===== src/logic/jesd_pkg.sv =====
// Link geometry shared by the loopback design
// Lane and channel counts, sample width and the flat sample layout
// Comma character, lock count and LMFC period
// SYSREF conditioning select codes

`default_nettype none

package jesd_pkg;

  // ********************
  // Link geometry
  // ********************

  localparam int JESD_L = 4;
  localparam int JESD_M = 4;
  localparam int JESD_NP = 16;
  localparam int LANE_OCTETS = 4;
  localparam int LANE_WIDTH = LANE_OCTETS * 8;

  // Samples carried per channel on every beat across all lanes
  localparam int SAMPLES_PER_CHANNEL = (JESD_L * LANE_WIDTH) / (JESD_M * JESD_NP);

  // Channel c, slot s sits at bit (c * SAMPLES_PER_CHANNEL + s) * JESD_NP
  localparam int SAMPLE_BUS_WIDTH = JESD_M * SAMPLES_PER_CHANNEL * JESD_NP;

  // ********************
  // Link control
  // ********************

  // K28.5 octet used for code-group synchronization
  localparam logic [7:0] COMMA_CHAR = 8'hBC;

  // Consecutive all-comma words before a lane counts as locked
  localparam int CGS_LOCK_COUNT = 4;
  localparam int LOCK_CNT_WIDTH = $clog2(CGS_LOCK_COUNT);

  // Beats per local multiframe
  localparam int LMFC_BEATS = 8;
  localparam int LMFC_CNT_WIDTH = $clog2(LMFC_BEATS);

  // SYSREF conditioning, code 3 falls back to direct
  localparam logic [1:0] SYSREF_DIRECT = 2'd0;
  localparam logic [1:0] SYSREF_DELAYED = 2'd1;
  localparam logic [1:0] SYSREF_INVERTED = 2'd2;

endpackage

`default_nettype wire


===== src/logic/sysref_lmfc.sv =====
// SYSREF conditioning (direct, one cycle late or inverted)
// Rising edge detection on the conditioned SYSREF
// LMFC beat counter with a one-cycle boundary pulse

`timescale 1ns/100ps
`default_nettype none

module sysref_lmfc import jesd_pkg::*; (
  input  logic       device_clk,
  input  logic       reset,
  input  logic       sysref,
  input  logic [1:0] sysref_sel,
  output logic       lmfc_edge
);

  logic sysref_d;
  logic sysref_cond;
  logic sysref_prev;
  logic sysref_rise;
  logic [LMFC_CNT_WIDTH-1:0] beat_cnt;

  // One-cycle late copy for the delayed option
  always_ff @(posedge device_clk) begin
    sysref_d <= sysref;
  end

  always_comb begin
    case (sysref_sel)
      SYSREF_DIRECT: sysref_cond = sysref;
      SYSREF_DELAYED: sysref_cond = sysref_d;
      SYSREF_INVERTED: sysref_cond = ~sysref;
      default: sysref_cond = sysref;
    endcase
  end

  // Previous value resets high so a level already high at reset is no edge
  assign sysref_rise = sysref_cond & ~sysref_prev;

  // ********************
  // LMFC counter
  // ********************

  always_ff @(posedge device_clk) begin
    if (reset) begin
      sysref_prev <= 1'b1;
      beat_cnt <= '0;
      lmfc_edge <= 1'b0;
    end else begin
      sysref_prev <= sysref_cond;
      if (sysref_rise) begin
        // Boundary lands on the next cycle; a boundary just emitted swallows it
        beat_cnt <= '0;
        lmfc_edge <= ~lmfc_edge;
      end else begin
        if (beat_cnt == LMFC_CNT_WIDTH'(LMFC_BEATS - 1)) begin
          beat_cnt <= '0;
        end else begin
          beat_cnt <= beat_cnt + 1'b1;
        end
        lmfc_edge <= (beat_cnt == LMFC_CNT_WIDTH'(LMFC_BEATS - 1));
      end
    end
  end

  // A realignment never produces back-to-back boundaries
  assert property (@(posedge device_clk) disable iff (reset) lmfc_edge |=> !lmfc_edge)
    else $error("lmfc_edge high in two consecutive cycles");

endmodule

`default_nettype wire


===== src/logic/sample_pattern_gen.sv =====
// Free-running sample source standing in for the DMA path
// Each sample holds its channel number in the top nibble
// and a ramp in the low byte that advances per slot and per beat

`timescale 1ns/100ps
`default_nettype none

module sample_pattern_gen import jesd_pkg::*; (
  input  logic                        device_clk,
  input  logic                        reset,
  output logic [SAMPLE_BUS_WIDTH-1:0] samples
);

  // Only the low byte of the beat count reaches the samples
  logic [7:0] beat_cnt;

  always_ff @(posedge device_clk) begin
    if (reset) begin
      beat_cnt <= '0;
    end else begin
      beat_cnt <= beat_cnt + 8'(SAMPLES_PER_CHANNEL);
    end
  end

  // ********************
  // Sample words
  // ********************

  // Layout is channel, zero padding, then the ramp byte
  always_ff @(posedge device_clk) begin
    for (int c = 0; c < JESD_M; c++) begin
      for (int s = 0; s < SAMPLES_PER_CHANNEL; s++) begin
        samples[(c * SAMPLES_PER_CHANNEL + s) * JESD_NP +: JESD_NP] <= {
          4'(c),
          {(JESD_NP - 12){1'b0}},
          8'(beat_cnt + 8'(s))
        };
      end
    end
  end

endmodule

`default_nettype wire


===== src/logic/jesd_tx_transport.sv =====
// Transmit transport layer
// Registers the flat sample vector and packs it into lane words
// following the shared channel and slot layout

`timescale 1ns/100ps
`default_nettype none

module jesd_tx_transport import jesd_pkg::*; (
  input  logic                                device_clk,
  input  logic                                reset,
  input  logic [SAMPLE_BUS_WIDTH-1:0]         samples,
  output logic [JESD_L-1:0][LANE_WIDTH-1:0]   lane_words
);

  // Samples are payload; reset only holds the pipeline stable
  always_ff @(posedge device_clk) begin
    if (reset) begin
      lane_words <= '0;
    end else begin
      for (int c = 0; c < JESD_M; c++) begin
        for (int s = 0; s < SAMPLES_PER_CHANNEL; s++) begin
          // Lowest octet of a lane goes out first, so slot 0 takes the low half
          lane_words[((c * SAMPLES_PER_CHANNEL + s) * JESD_NP) / LANE_WIDTH]
                    [((c * SAMPLES_PER_CHANNEL + s) * JESD_NP) % LANE_WIDTH +: JESD_NP] <=
            samples[(c * SAMPLES_PER_CHANNEL + s) * JESD_NP +: JESD_NP];
        end
      end
    end
  end

endmodule

`default_nettype wire


===== src/logic/jesd_tx_link.sv =====
// Transmit link layer
// Code-group synchronization with comma words on every lane
// Start of user data aligned to an LMFC boundary
// Fall back to synchronization whenever sync_n drops

`timescale 1ns/100ps
`default_nettype none

module jesd_tx_link import jesd_pkg::*; (
  input  logic                               device_clk,
  input  logic                               reset,
  input  logic [JESD_L-1:0][LANE_WIDTH-1:0]  lane_words,
  input  logic                               lmfc_edge,
  input  logic                               sync_n,
  output logic [JESD_L-1:0][LANE_WIDTH-1:0]  tx_lane_data,
  output logic [JESD_L-1:0][LANE_OCTETS-1:0] tx_lane_k
);

  // Low means CGS, high means DATA
  logic in_data;

  // ********************
  // Link state
  // ********************

  always_ff @(posedge device_clk) begin
    if (reset) begin
      in_data <= 1'b0;
    end else begin
      case (in_data)
        1'b0: begin
          // Receiver locked and a multiframe starts, data leaves next cycle
          if (sync_n && lmfc_edge) begin
            in_data <= 1'b1;
          end
        end
        default: begin
          // A resync request sends the link back to commas at once
          if (!sync_n) begin
            in_data <= 1'b0;
          end
        end
      endcase
    end
  end

  // ********************
  // Lane output mux
  // ********************

  always_comb begin
    for (int l = 0; l < JESD_L; l++) begin
      if (in_data) begin
        tx_lane_data[l] = lane_words[l];
        tx_lane_k[l] = '0;
      end else begin
        tx_lane_data[l] = {LANE_OCTETS{COMMA_CHAR}};
        tx_lane_k[l] = '1;
      end
    end
  end

  // The cycle after a resync request, every octet on every lane is a K character
  assert property (@(posedge device_clk) disable iff (reset) !sync_n |=> (&tx_lane_k))
    else $error("K flags not all set after sync_n low");

endmodule

`default_nettype wire


===== src/logic/jesd_rx_link.sv =====
// Receive link layer
// Per-lane comma counting and lock flags
// sync_n generation from the lock of all lanes
// Detection of the first data beat and registered lane data

`timescale 1ns/100ps
`default_nettype none

module jesd_rx_link import jesd_pkg::*; (
  input  logic                               device_clk,
  input  logic                               reset,
  input  logic                               link_enable,
  input  logic [JESD_L-1:0][LANE_WIDTH-1:0]  rx_lane_data_in,
  input  logic [JESD_L-1:0][LANE_OCTETS-1:0] rx_lane_k_in,
  output logic                               sync_n,
  output logic [JESD_L-1:0][LANE_WIDTH-1:0]  rx_lane_data,
  output logic                               rx_data_start
);

  logic [JESD_L-1:0] lane_comma;
  logic [JESD_L-1:0] lane_lock;
  logic [LOCK_CNT_WIDTH-1:0] comma_cnt [JESD_L];
  logic no_k;
  logic in_data;

  // A lane word counts as a comma only with every octet K28.5 and flagged K
  always_comb begin
    for (int l = 0; l < JESD_L; l++) begin
      lane_comma[l] = (&rx_lane_k_in[l]) &&
                      (rx_lane_data_in[l] == {LANE_OCTETS{COMMA_CHAR}});
    end
  end

  // User data carries no K character on any lane
  assign no_k = ~|rx_lane_k_in;

  // ********************
  // Lock and sync
  // ********************

  always_ff @(posedge device_clk) begin
    if (reset || !link_enable) begin
      // Disabled link drops every lock and keeps requesting sync
      for (int l = 0; l < JESD_L; l++) begin
        comma_cnt[l] <= '0;
      end
      lane_lock <= '0;
      sync_n <= 1'b0;
      in_data <= 1'b0;
      rx_data_start <= 1'b0;
    end else begin
      for (int l = 0; l < JESD_L; l++) begin
        // Once locked a lane stays locked while the link is enabled
        if (!lane_lock[l]) begin
          if (!lane_comma[l]) begin
            comma_cnt[l] <= '0;
          end else if (comma_cnt[l] == LOCK_CNT_WIDTH'(CGS_LOCK_COUNT - 1)) begin
            lane_lock[l] <= 1'b1;
          end else begin
            comma_cnt[l] <= comma_cnt[l] + 1'b1;
          end
        end
      end
      sync_n <= &lane_lock;
      // First K-free beat after sync marks the start of data
      rx_data_start <= sync_n && !in_data && no_k;
      if (sync_n && no_k) begin
        in_data <= 1'b1;
      end
    end
  end

  // Lane data is payload and is passed on one cycle late
  always_ff @(posedge device_clk) begin
    rx_lane_data <= rx_lane_data_in;
  end

  // The start pulse is only issued on a link that stays synchronized
  assert property (@(posedge device_clk) disable iff (reset) rx_data_start |-> sync_n)
    else $error("rx_data_start high while sync_n low");

endmodule

`default_nettype wire


===== src/logic/jesd_rx_transport.sv =====
// Receive transport layer
// Unpacks registered lane words back into the flat sample layout
// and qualifies them with a valid level

`timescale 1ns/100ps
`default_nettype none

module jesd_rx_transport import jesd_pkg::*; (
  input  logic                               device_clk,
  input  logic                               reset,
  input  logic [JESD_L-1:0][LANE_WIDTH-1:0]  rx_lane_data,
  input  logic                               rx_data_start,
  input  logic                               sync_n,
  output logic [SAMPLE_BUS_WIDTH-1:0]        rx_samples,
  output logic                               rx_valid
);

  // Valid opens on the start pulse and closes as soon as sync is lost
  always_ff @(posedge device_clk) begin
    if (reset || !sync_n) begin
      rx_valid <= 1'b0;
    end else if (rx_data_start) begin
      rx_valid <= 1'b1;
    end
  end

  // Inverse of the transmit packing, slot 0 from the low half of each lane
  always_ff @(posedge device_clk) begin
    for (int c = 0; c < JESD_M; c++) begin
      for (int s = 0; s < SAMPLES_PER_CHANNEL; s++) begin
        rx_samples[(c * SAMPLES_PER_CHANNEL + s) * JESD_NP +: JESD_NP] <=
          rx_lane_data[((c * SAMPLES_PER_CHANNEL + s) * JESD_NP) / LANE_WIDTH]
                      [((c * SAMPLES_PER_CHANNEL + s) * JESD_NP) % LANE_WIDTH +: JESD_NP];
      end
    end
  end

endmodule

`default_nettype wire


===== src/logic/jesd_loopback_top.sv =====
// Top level of the converter link loopback
// Pattern source, transmit transport and link, on-chip lane loopback,
// receive link and transport, and the SYSREF to LMFC path

`timescale 1ns/100ps
`default_nettype none

module jesd_loopback_top import jesd_pkg::*; (
  input  logic                        device_clk,
  input  logic                        reset,
  input  logic                        link_enable,
  input  logic                        sysref,
  input  logic [1:0]                  sysref_sel,
  output logic                        sync_n,
  output logic                        rx_valid,
  output logic [SAMPLE_BUS_WIDTH-1:0] rx_samples
);

  logic lmfc_edge;
  logic rx_data_start;
  logic [SAMPLE_BUS_WIDTH-1:0] tx_samples;
  logic [JESD_L-1:0][LANE_WIDTH-1:0] lane_words;
  logic [JESD_L-1:0][LANE_WIDTH-1:0] tx_lane_data;
  logic [JESD_L-1:0][LANE_OCTETS-1:0] tx_lane_k;
  logic [JESD_L-1:0][LANE_WIDTH-1:0] rx_lane_data;

  sysref_lmfc u_sysref_lmfc (
    .device_clk (device_clk),
    .reset      (reset),
    .sysref     (sysref),
    .sysref_sel (sysref_sel),
    .lmfc_edge  (lmfc_edge)
  );

  sample_pattern_gen u_pattern_gen (
    .device_clk (device_clk),
    .reset      (reset),
    .samples    (tx_samples)
  );

  jesd_tx_transport u_tx_transport (
    .device_clk (device_clk),
    .reset      (reset),
    .samples    (tx_samples),
    .lane_words (lane_words)
  );

  jesd_tx_link u_tx_link (
    .device_clk   (device_clk),
    .reset        (reset),
    .lane_words   (lane_words),
    .lmfc_edge    (lmfc_edge),
    .sync_n       (sync_n),
    .tx_lane_data (tx_lane_data),
    .tx_lane_k    (tx_lane_k)
  );

  // Transmit lanes feed the receiver directly
  jesd_rx_link u_rx_link (
    .device_clk      (device_clk),
    .reset           (reset),
    .link_enable     (link_enable),
    .rx_lane_data_in (tx_lane_data),
    .rx_lane_k_in    (tx_lane_k),
    .sync_n          (sync_n),
    .rx_lane_data    (rx_lane_data),
    .rx_data_start   (rx_data_start)
  );

  jesd_rx_transport u_rx_transport (
    .device_clk    (device_clk),
    .reset         (reset),
    .rx_lane_data  (rx_lane_data),
    .rx_data_start (rx_data_start),
    .sync_n        (sync_n),
    .rx_samples    (rx_samples),
    .rx_valid      (rx_valid)
  );

endmodule

`default_nettype wire


===== config.mk =====
export PLATFORM = sky130hd
export DESIGN_NAME = jesd_loopback_top
export DESIGN_NICKNAME = d
export VERILOG_FILES = /design/src/logic/jesd_pkg.sv /design/src/logic/sysref_lmfc.sv /design/src/logic/sample_pattern_gen.sv /design/src/logic/jesd_tx_transport.sv /design/src/logic/jesd_tx_link.sv /design/src/logic/jesd_rx_link.sv /design/src/logic/jesd_rx_transport.sv /design/src/logic/jesd_loopback_top.sv
export SDC_FILE = /design/constraint.sdc
export NUM_CORES = 1
export LEC_CHECK = 0
export BUFFER_PORTS_ARGS = -buffer_cell sky130_fd_sc_hd__buf_2
export CORE_UTILIZATION = 40
export CTS_BUF_LIST = sky130_fd_sc_hd__clkbuf_4 sky130_fd_sc_hd__clkbuf_8
export DETAILED_ROUTE_END_ITERATION = 10
export PLACE_DENSITY = 0.73
export SYNTH_ARGS = -nofsm -noshare
export SYNTH_HDL_FRONTEND = slang
export SYNTH_SLANG_ARGS = --single-unit

===== constraint.sdc =====
create_clock -name device_clk -period 1.2 [get_ports device_clk]
set_input_delay 0.06 -clock device_clk [delete_from_list [all_inputs] [get_ports device_clk]]
set_output_delay 0.06 -clock device_clk [all_outputs]
set_load 0.005 [all_outputs]

==> results.toml, run 1 <==
[setup_path]
r2r_cells = 4
start_kind = "register"
critPathSlowestCell = "edfxtp_1"
crit_required_ns = 1.25
worst-path-max-fanout = 2
path_cells = "ha_2 > nor2b_4 > o21a_1 > inv_2"
critPathKind = "register to register"
r2r_start = "u_rx_link.comma_cnt[0][0]"
ff2ff_setup_slack_ns = -0.07
r2r-end = "u_rx_link.comma_cnt[0][0]"
crit_arrival_ns = 1.31
cp-end-kind = "register"
cp_slowest_stage_delay_ns = 0.41

[clocking]
cts_tree = "built"
cts_buffer_depth = 2
clk_pin_slew_worst_paths_ns = 0.06
cts_buffers = 9
cts-root-buf = "clkbuf_8"
htreeDepth = 3
clock_sinks = 66
clk_latency_ns = 0.32

[pwr]
power_mw = 4.52
p_per_area_mw_per_mm2 = 1330
clockPowerShare = 0.426
p_leak_nw = 1.48
p_comb_frac = 0.060
peakVddDrop_mv = 0.531
seq_power_share = 0.514
intPower_mw = 3.66
switchingPower_mw = 0.860
swShare = 0.190

[synthesis]
synth_edf_count = 8
synth_largest_area_cell = "dfxtp_1"
yosysSeqAreaShare = 0.476
synth_ff_type = "dfxtp_1"
synth.distinct_cells = 29
syn-cell-area_mm2 = 0.00295
ys_ff_latch = 66
yosys.area.top_type_share = 0.394
yosys_warnings = 0
syn-instance-count = 282
synth_area_leaders = "dfxtp_1 (39%), buf_4 (30%), edfxtp_1 (8.2%)"
synth_most_common_cell = "buf_4"
async_flop_share = 0
avgSynthCellArea_um2 = 10.4
synth_commonest_cells = "buf_4 (118), dfxtp_1 (58), nor2b_1 (13)"

[routing]
wirelength_mm = 4.14
drc = 0
drt-met1-wl_mm = 1.71
ant_nets = 0
drt_iter0_drc = 53
dr_wl_met2_mm = 2.09
met3_length_um = 276
wl_per_cell_um = 9.62
vias_per_cell = 3.93
dr_total_vias = 1691
first_pass_iters = 4
top_layer = "met4"

[floorplanning]
die_y_um = 87.8
coreArea_mm2 = 0.00694
die_w_um = 87.8
initial_utilization = 0.424
num_rows = 30
die-area_mm2 = 0.00771
io_pins = 136

[place]
portBuffers = 107
hpwl_mm = 2.88
place_congestion = 0.679

[min_path]
min_from = "reset"
min_path_type = "input port to register"
min_to = "u_pattern_gen.beat_cnt[7]"
hold_depth = 3

[global_routing]
grt_pass1_vias = 1372
gr-usage-all-layers = 0.103
grt_pass1_wl_mm = 5.79
antenna_found_initial = 0
grt_overflow = 0
grt_max_degree = 33

[run_status]
violations = "negative setup slack"
outcome = "finished with violations"

[run]
maxCapViolCount = 0

[finish]
seq_area_mm2 = 0.00141
fill_cells = 632
finalNetCount = 346
multi_input_area_um2 = 893
area_growth_pct = 15.2
drive_gt1_frac = 0.548
num_antenna_cells = 0
final_util = 0.489

[timing]
fin_crit_sh = 1.05
finalCriticalPeriod_ns = 1.27
fin_ws_ns = -0.0657
hold_viol = 0
fmax_mhz = 790
rsz0062_at_grt = "true"
fin_worst_skew_ns = 0.00315
setup_viol = 8
drv_slew = 0
worst max-delay path, delay by kind of cell, from the launching register on:
kind,cells,cell delay (ns)
and+or+nand+nor,1,0.12
DFF,1,0.41
AOI/OAI and AO/OA,1,0.19
adders and majority gates,1,0.21
buffers and inverters,1,0.06
metal layers:
metal / global-route usage / vias up
met5: 0 / -
met1: 0.106 / 754
met4: 0.0581 / 0
met2: 0.177 / 81
met3: 0.0415 / 5
li1: - / 851
layout make-up:
cell class	instances	area share
clock buffers	11	0.0427
clock inverters	3	0.0192
inverters	9	0.00995
multi-input cells	113	0.263
flip-flops and latches	66	0.414
well taps	96	0.0354
repair buffers	132	0.216
flip-flops by register name (all words and copies together) (netlist names), 3 cells and up:
register	flops
u_pattern_gen.beat_cnt	7
u_pattern_gen.samples	7
u_rx_link.comma_cnt	8
u_rx_link.lane_lock	4
u_rx_link.rx_lane_data	10
u_rx_transport.rx_samples	10
u_sysref_lmfc.beat_cnt	3
u_tx_transport.lane_words	9
metrics by stage:
| step | area [um2] | hold slack (ns) | setup slack, ns | std cells | TNS, ns |
|---|---|---|---|---|---|
| after floorplan | 3070 | 0.0877 | -0.00352 | 309 | -0.0271 |
| after global placement | 2920 | 0.192 | -0.103 | 404 | -0.327 |
| after detailed placement | 2920 | 0.209 | -0.121 | 404 | -0.698 |
| after CTS | 3240 | 0.177 | -0.0628 | 426 | -0.412 |
| after global routing | 3400 | 0.206 | -0.103 | 430 | -0.779 |
| final | 3400 | 0.204 | -0.0657 | 430 | -0.349 |
what timing repair did:
item                                    4_1_cts  5_1_grt
gates resized for setup                      15       21
pin swaps                                     3        7
endpoints found under the setup margin       14       20
hold buffers                                  2        0
endpoints found under the hold margin         3        0
buffers inserted                              6        4
cell usage in the layout, fill, tap and decap left out, drive strengths merged, types with 6 or more instances in the layout:
cell and count:
edfxtp 8, dfxtp 58, buf 130, nor4b 6, nand2 7, nor2b 14
nand2b 7, conb 28, ha 9, nor2 12, clkbuf 11, inv 9
cells by family (layout without fill, tap and decap cells):
kind of cell / count (synthesis) / in the layout / synth area share
and+or+nand+nor: 61 / 61 / 0.124
adders and majority gates: 9 / 9 / 0.0382
muxes: 1 / 1 / 0.00509
xor gates and xnor gates: 3 / 3 / 0.00892
buffers and inverters: 130 / 155 / 0.317
AOI/OAI and AO/OA: 11 / 11 / 0.0306
other: 1 / 28 / 0.00127
DFF: 66 / 66 / 0.476
power by group through the flow:
| stage | Clock (mW) | Combinational [mW] | Sequential (mW) |
|---|---|---|---|
| after floorplan | 0 | 0.195 | 2.36 |
| after global placement | 0 | 0.176 | 2.36 |
| after detailed placement | 0 | 0.184 | 2.37 |
| after CTS | 2.00 | 0.213 | 2.32 |
| after global routing | 2.08 | 0.305 | 2.33 |
| final | 1.93 | 0.270 | 2.32 |
worst max path at each step:
stage | start | to | slack, ns | cells after the start
detailed placement | sysref_sel[1] | u_sysref_lmfc.lmfc_edge | -0.12 | 5
floorplan | u_rx_link.comma_cnt[0][0] | u_rx_link.comma_cnt[0][0] | -0.004 | 4
CTS | u_rx_link.comma_cnt[2][0] | u_rx_link.comma_cnt[2][1] | -0.06 | 4
global placement | sysref_sel[1] | u_sysref_lmfc.lmfc_edge | -0.10 | 5
global route | u_rx_link.comma_cnt[0][0] | u_rx_link.comma_cnt[0][0] | -0.10 | 4
finish | u_rx_link.comma_cnt[0][0] | u_rx_link.comma_cnt[0][0] | -0.07 | 4
(Power assumes the default switching activity.)
==> run 2: changes to the inputs <==
- CORE_UTILIZATION: 40 -> 50
- PLACE_DENSITY: 0.73 -> 0.85
- clock period: 1.2 -> 1.5 ns (I/O delays scaled with it)
==> results.toml, run 2 (synthesis gave the netlist of run 1 again) <==
[run_status]
outcome = "finished clean"

[pwr]
p_per_area_mw_per_mm2 = 1200
power_mw = 3.66
peakVddDrop_mv = 0.849
p_leak_nw = 1.38

[place]
hpwl_mm = 2.84
placed_area_mm2 = 0.00280
portBuffers = 107
place_congestion = 0.707

[clocking]
cts_post_setup_buffers_inserted = 0
htreeDepth = 3
cts_buffer_depth = 2
clk_latency_ns = 0.34
cts_buffers = 9
clock_sinks = 66
clk_pin_slew_worst_paths_ns = 0.07
cts-root-buf = "clkbuf_8"
cts_tree = "built"

[setup_path]
cp-end-kind = "register"
crit_arrival_ns = 1.50
crit_required_ns = 1.64
start_kind = "input port"
critPathKind = "input port to register"
worst-path-max-fanout = 8
ff2ff_setup_slack_ns = 0.15
critPathSlowestCell = "dlygate4sd3_1"
cp_slowest_stage_delay_ns = 0.54
path_cells = "dlygate4sd3_1 > buf_2 > nor2b_4 > nand2_1 > nor4b_1"

[timing]
drv_slew = 0
finalCriticalPeriod_ns = 1.35
fmax_mhz = 739
setup_viol = 0
fin_worst_skew_ns = 0.0119
rsz0062_at_grt = "false"
fin_crit_sh = 0.902
hold_viol = 0
fin_tns_setup_ns = 0

[global_routing]
antenna_found_initial = 0
grt_pass1_wl_mm = 6.17
grt_overflow = 0
grt_pass1_vias = 1354
gr-usage-all-layers = 0.136
grt_max_degree = 33

[floorplanning]
initial_utilization = 0.525
coreArea_mm2 = 0.00561
die-area_mm2 = 0.00620
die_y_um = 78.8
io_pins = 136
die_w_um = 78.8
num_rows = 27

[finish]
num_antenna_cells = 0
finalNetCount = 326
stdcell_area_mm2 = 0.00305
drive_gt1_frac = 0.421
reg.largest.list = "u_rx_link.rx_lane_data: 10 flops, u_rx_transport.rx_samples: 10 flops, u_tx_transport.lane_words: 9 flops"
final_common_cell = "buf_2"
layout_common_cells = "buf_2 (107), dfxtp_1 (57), conb_1 (28)"
area_growth_pct = 3.52

[routing]
drc = 0
wl_per_cell_um = 10.1
vias_per_cell = 4.14
first_pass_iters = 4
drt_iter0_drc = 25
wirelength_mm = 3.93
dr_total_vias = 1607
ant_nets = 0

[run]
maxCapViolCount = 0

[min_path]
min_path_type = "input port to register"
==> run 2: layer usage <==
layer  share of wire  wire [um]  global-route usage  vias to the layer above
met1            0.41       1620               0.141                      716
met2            0.51       2000               0.228                       69
li1                -          -                   -                      813
met5               0          0                   0                        -
met3           0.060        235              0.0598                        9
met4           0.020         78              0.0741                        0
==> run 2: layout make-up <==
type | instances | area [um2]
fillers | 492 | 2560
flip-flops and latches | 66 | 1400
multi-input cells | 113 | 713
repair buffers | 112 | 578
clock buffers | 12 | 159
well taps | 72 | 90.1
clock inverters | 4 | 73.8
inverters | 9 | 33.8
==> run 2: what timing repair did <==
action,4_1_cts,5_1_grt
hold endpoints to repair,3,0
gates resized for setup,0,1
hold buffers,2,0
setup endpoints to repair,0,32
==> run 2: metrics by stage <==
stage	cells	hold WS (ns)	setup slack, ns	utilization
finish	388	0.0639	0.147	0.544
detailed placement	370	0.212	0.0695	0.499
floorplan	309	0.103	0.184	-
CTS	388	0.0493	0.0709	0.544
global placement	370	0.204	0.113	0.499
global route	388	0.0601	0.0814	0.544
==> run 2: critical path, delay by kind of cell <==
family | cells | cell delay (ns)
and+or+nand+nor | 3 | 0.76
buffers and inverters | 2 | 0.66
==> run 2: power by group <==
group	internal (mW)	switching [mW]
registers	1.83	0.0211
logic	0.0631	0.0715
clock network	1.04	0.622
==> run 2: final timing paths <==
check	from	to	depth (start not counted)
worst max-delay path	link_enable	u_rx_link.comma_cnt[2][1]	5
worst min register to register	u_rx_link.rx_lane_data[86]	u_rx_transport.rx_samples[118]	0
worst min-delay path	reset	u_rx_link.lane_lock[0]	3
worst max register to register	u_rx_link.comma_cnt[2][0]	u_rx_link.comma_cnt[2][0]	4
==> run 3: changes to the inputs <==
- CELL_PAD_IN_SITES_DETAIL_PLACEMENT: unset -> 1
- CELL_PAD_IN_SITES_GLOBAL_PLACEMENT: unset -> 2
- CORE_UTILIZATION: 50 -> 25
- PLACE_DENSITY: 0.85 -> unset
- PLACE_DENSITY_LB_ADDON: unset -> 0.1
- clock period: 1.5 -> 1.17 ns (I/O delays scaled with it)
==> results.toml, run 3 (synthesis gave the netlist of run 1 again) <==
[run_status]
outcome = "finished with violations"
violations = "negative setup slack"

[global_routing]
grt_max_degree = 33
grt_pass1_vias = 1534
grt_pass1_wl_mm = 7.69
antenna_found_initial = 0
grt_overflow = 0
gr-usage-all-layers = 0.0823

[pwr]
swShare = 0.228
power_mw = 4.59
p_per_area_mw_per_mm2 = 1320
intPower_mw = 3.54
p_comb_frac = 0.057
p_leak_nw = 1.48
switchingPower_mw = 1.05
seq_power_share = 0.521
peakVddDrop_mv = 0.502
clockPowerShare = 0.422

[setup_path]
worst-path-max-fanout = 2
r2r_start = "u_rx_link.comma_cnt[2][0]"
crit_buf_inv = 1
path_cells = "ha_2 > nor2b_1 > o21a_1 > inv_2"
cp-end-kind = "register"
ff2ff_setup_slack_ns = -0.09
r2r-end = "u_rx_link.comma_cnt[2][1]"
cp_top_family = "flip-flops"
critPathSlowestCell = "edfxtp_1"
start_kind = "register"
crit_required_ns = 1.23
r2r_cells = 4
crit_arrival_ns = 1.33
cp_slowest_stage_delay_ns = 0.41
critPathKind = "register to register"

[clocking]
cts_buffers = 9
clock_sinks = 66
clk_pin_slew_worst_paths_ns = 0.07
htreeDepth = 3
clk_latency_ns = 0.35
cts_buffer_depth = 2
cts_tree = "built"
cts-root-buf = "clkbuf_8"

[floorplanning]
num_rows = 39
coreArea_mm2 = 0.0115
die_w_um = 111
die-area_mm2 = 0.0122
initial_utilization = 0.257
io_pins = 136
die_y_um = 111

[finish]
layout_common_cells = "buf_2 (107), dfxtp_1 (51), conb_1 (28)"
final_util = 0.303
area_growth_pct = 17.7
num_antenna_cells = 0
final_common_cell = "buf_2"
reg.largest.list = "u_rx_link.rx_lane_data: 10 flops, u_rx_transport.rx_samples: 10 flops, u_tx_transport.lane_words: 9 flops"
drive_gt1_frac = 0.560
final_cell_count_no_fill = 477
finalNetCount = 344

[timing]
rsz0062_at_grt = "true"
fin_worst_skew_ns = 0.0100
fin_tns_setup_ns = -0.709
fin_ws_ns = -0.0910
fin_crit_sh = 1.08
holdWs_ns = 0.186
drv_slew = 0
finalCriticalPeriod_ns = 1.26
hold_viol = 0
setup_viol = 8
fmax_mhz = 793

[place]
portBuffers = 107
placed_cells = 455
hpwl_mm = 3.52
place_congestion = 0.609

[routing]
drc = 0
wl_per_cell_um = 10.1
wirelength_mm = 4.83
vias_per_cell = 3.68
top_layer = "met4"
drt_iter0_drc = 17
drt-met1-wl_mm = 2.10
dr_wl_met2_mm = 2.18
met3_length_um = 381
first_pass_iters = 3
ant_nets = 0
dr_total_vias = 1753

[min_path]
min_to = "u_sysref_lmfc.sysref_prev"
hold_depth = 4
min_from = "sysref"
min_path_type = "input port to register"

[run]
maxCapViolCount = 0
## run 3: changes by cell type in the layout (fill, tap and decap cells not counted), moves of 4 or more
| cell | previous run | this run |
|---|---|---|
| inv_2 | 0 | 6 |
| ha_2 | 0 | 4 |
| dfxtp_1 | 57 | 51 |
| ha_4 | 0 | 4 |
| nor4b_1 | 6 | 1 |
| nor4_1 | 5 | 1 |
| dfxtp_2 | 1 | 7 |
| inv_1 | 9 | 3 |
| ha_1 | 9 | 1 |
| buf_4 | 3 | 19 |
## run 3: worst max path at each step
stage,slack (ns),endpoint,cells past startpoint,startpoint
2_1_floorplan,-0.03,u_rx_link.comma_cnt[0][0],4,u_rx_link.comma_cnt[0][0]
6_report,-0.09,u_rx_link.comma_cnt[2][1],4,u_rx_link.comma_cnt[2][0]
4_1_cts,-0.11,u_rx_link.comma_cnt[1][0],4,u_rx_link.comma_cnt[1][0]
3_3_place_gp,-0.1,u_rx_link.comma_cnt[3][1],3,u_tx_link.in_data
3_5_place_dp,-0.13,u_rx_link.comma_cnt[3][1],3,u_tx_link.in_data
5_1_grt,-0.16,u_rx_link.comma_cnt[1][0],4,u_rx_link.comma_cnt[1][0]
## run 3: metal layers
layer  GRT usage  up-vias
li1            -      852
met3      0.0285       12
met2       0.125       97
met5           0        -
met1      0.0930      792
met4      0.0667        0
## run 3: cell type report
type / count / area [um2]
Fill cell: 1320 / 8000
Sequential cell: 66 / 1410
Multi-Input combinational cell: 113 / 925
Timing Repair Buffer: 130 / 721
Tap cell: 143 / 179
Clock buffer: 10 / 138
Clock inverter: 6 / 63.8
Inverter: 9 / 33.8
## run 3: through the flow
| step | cell area [um2] | setup slack [ns] |
|---|---|---|
| 2_1_floorplan | 3070 | -0.0335 |
| 3_3_place_gp | 3010 | -0.0961 |
| 3_5_place_dp | 3010 | -0.130 |
| 4_1_cts | 3340 | -0.109 |
| 5_1_grt | 3470 | -0.155 |
| 6_report | 3470 | -0.0910 |
## run 3: tightest hold or removal path, cell delays in order
cell,delay (ns)
buf_2,0.09
nand2b_4,0.13
a31o_2,0.16
nand2_1,0.04
## run 3: power groups by stage
stage	clock network [mW]	registers, mW	logic [mW]
6_report	1.94	2.39	0.264
4_1_cts	2.04	2.38	0.235
2_1_floorplan	0	2.42	0.200
5_1_grt	2.10	2.39	0.304
3_3_place_gp	0	2.42	0.201
3_5_place_dp	0	2.43	0.207
## run 3: repair_timing
| item | 4_1_cts | 5_1_grt |
|---|---|---|
| setup endpoints to repair | 18 | 52 |
| gates resized for setup | 21 | 24 |
| hold buffers | 2 | 0 |
| endpoints found under the hold margin | 3 | 0 |
| buffers inserted | 3 | 1 |
| pin swaps | 6 | 13 |
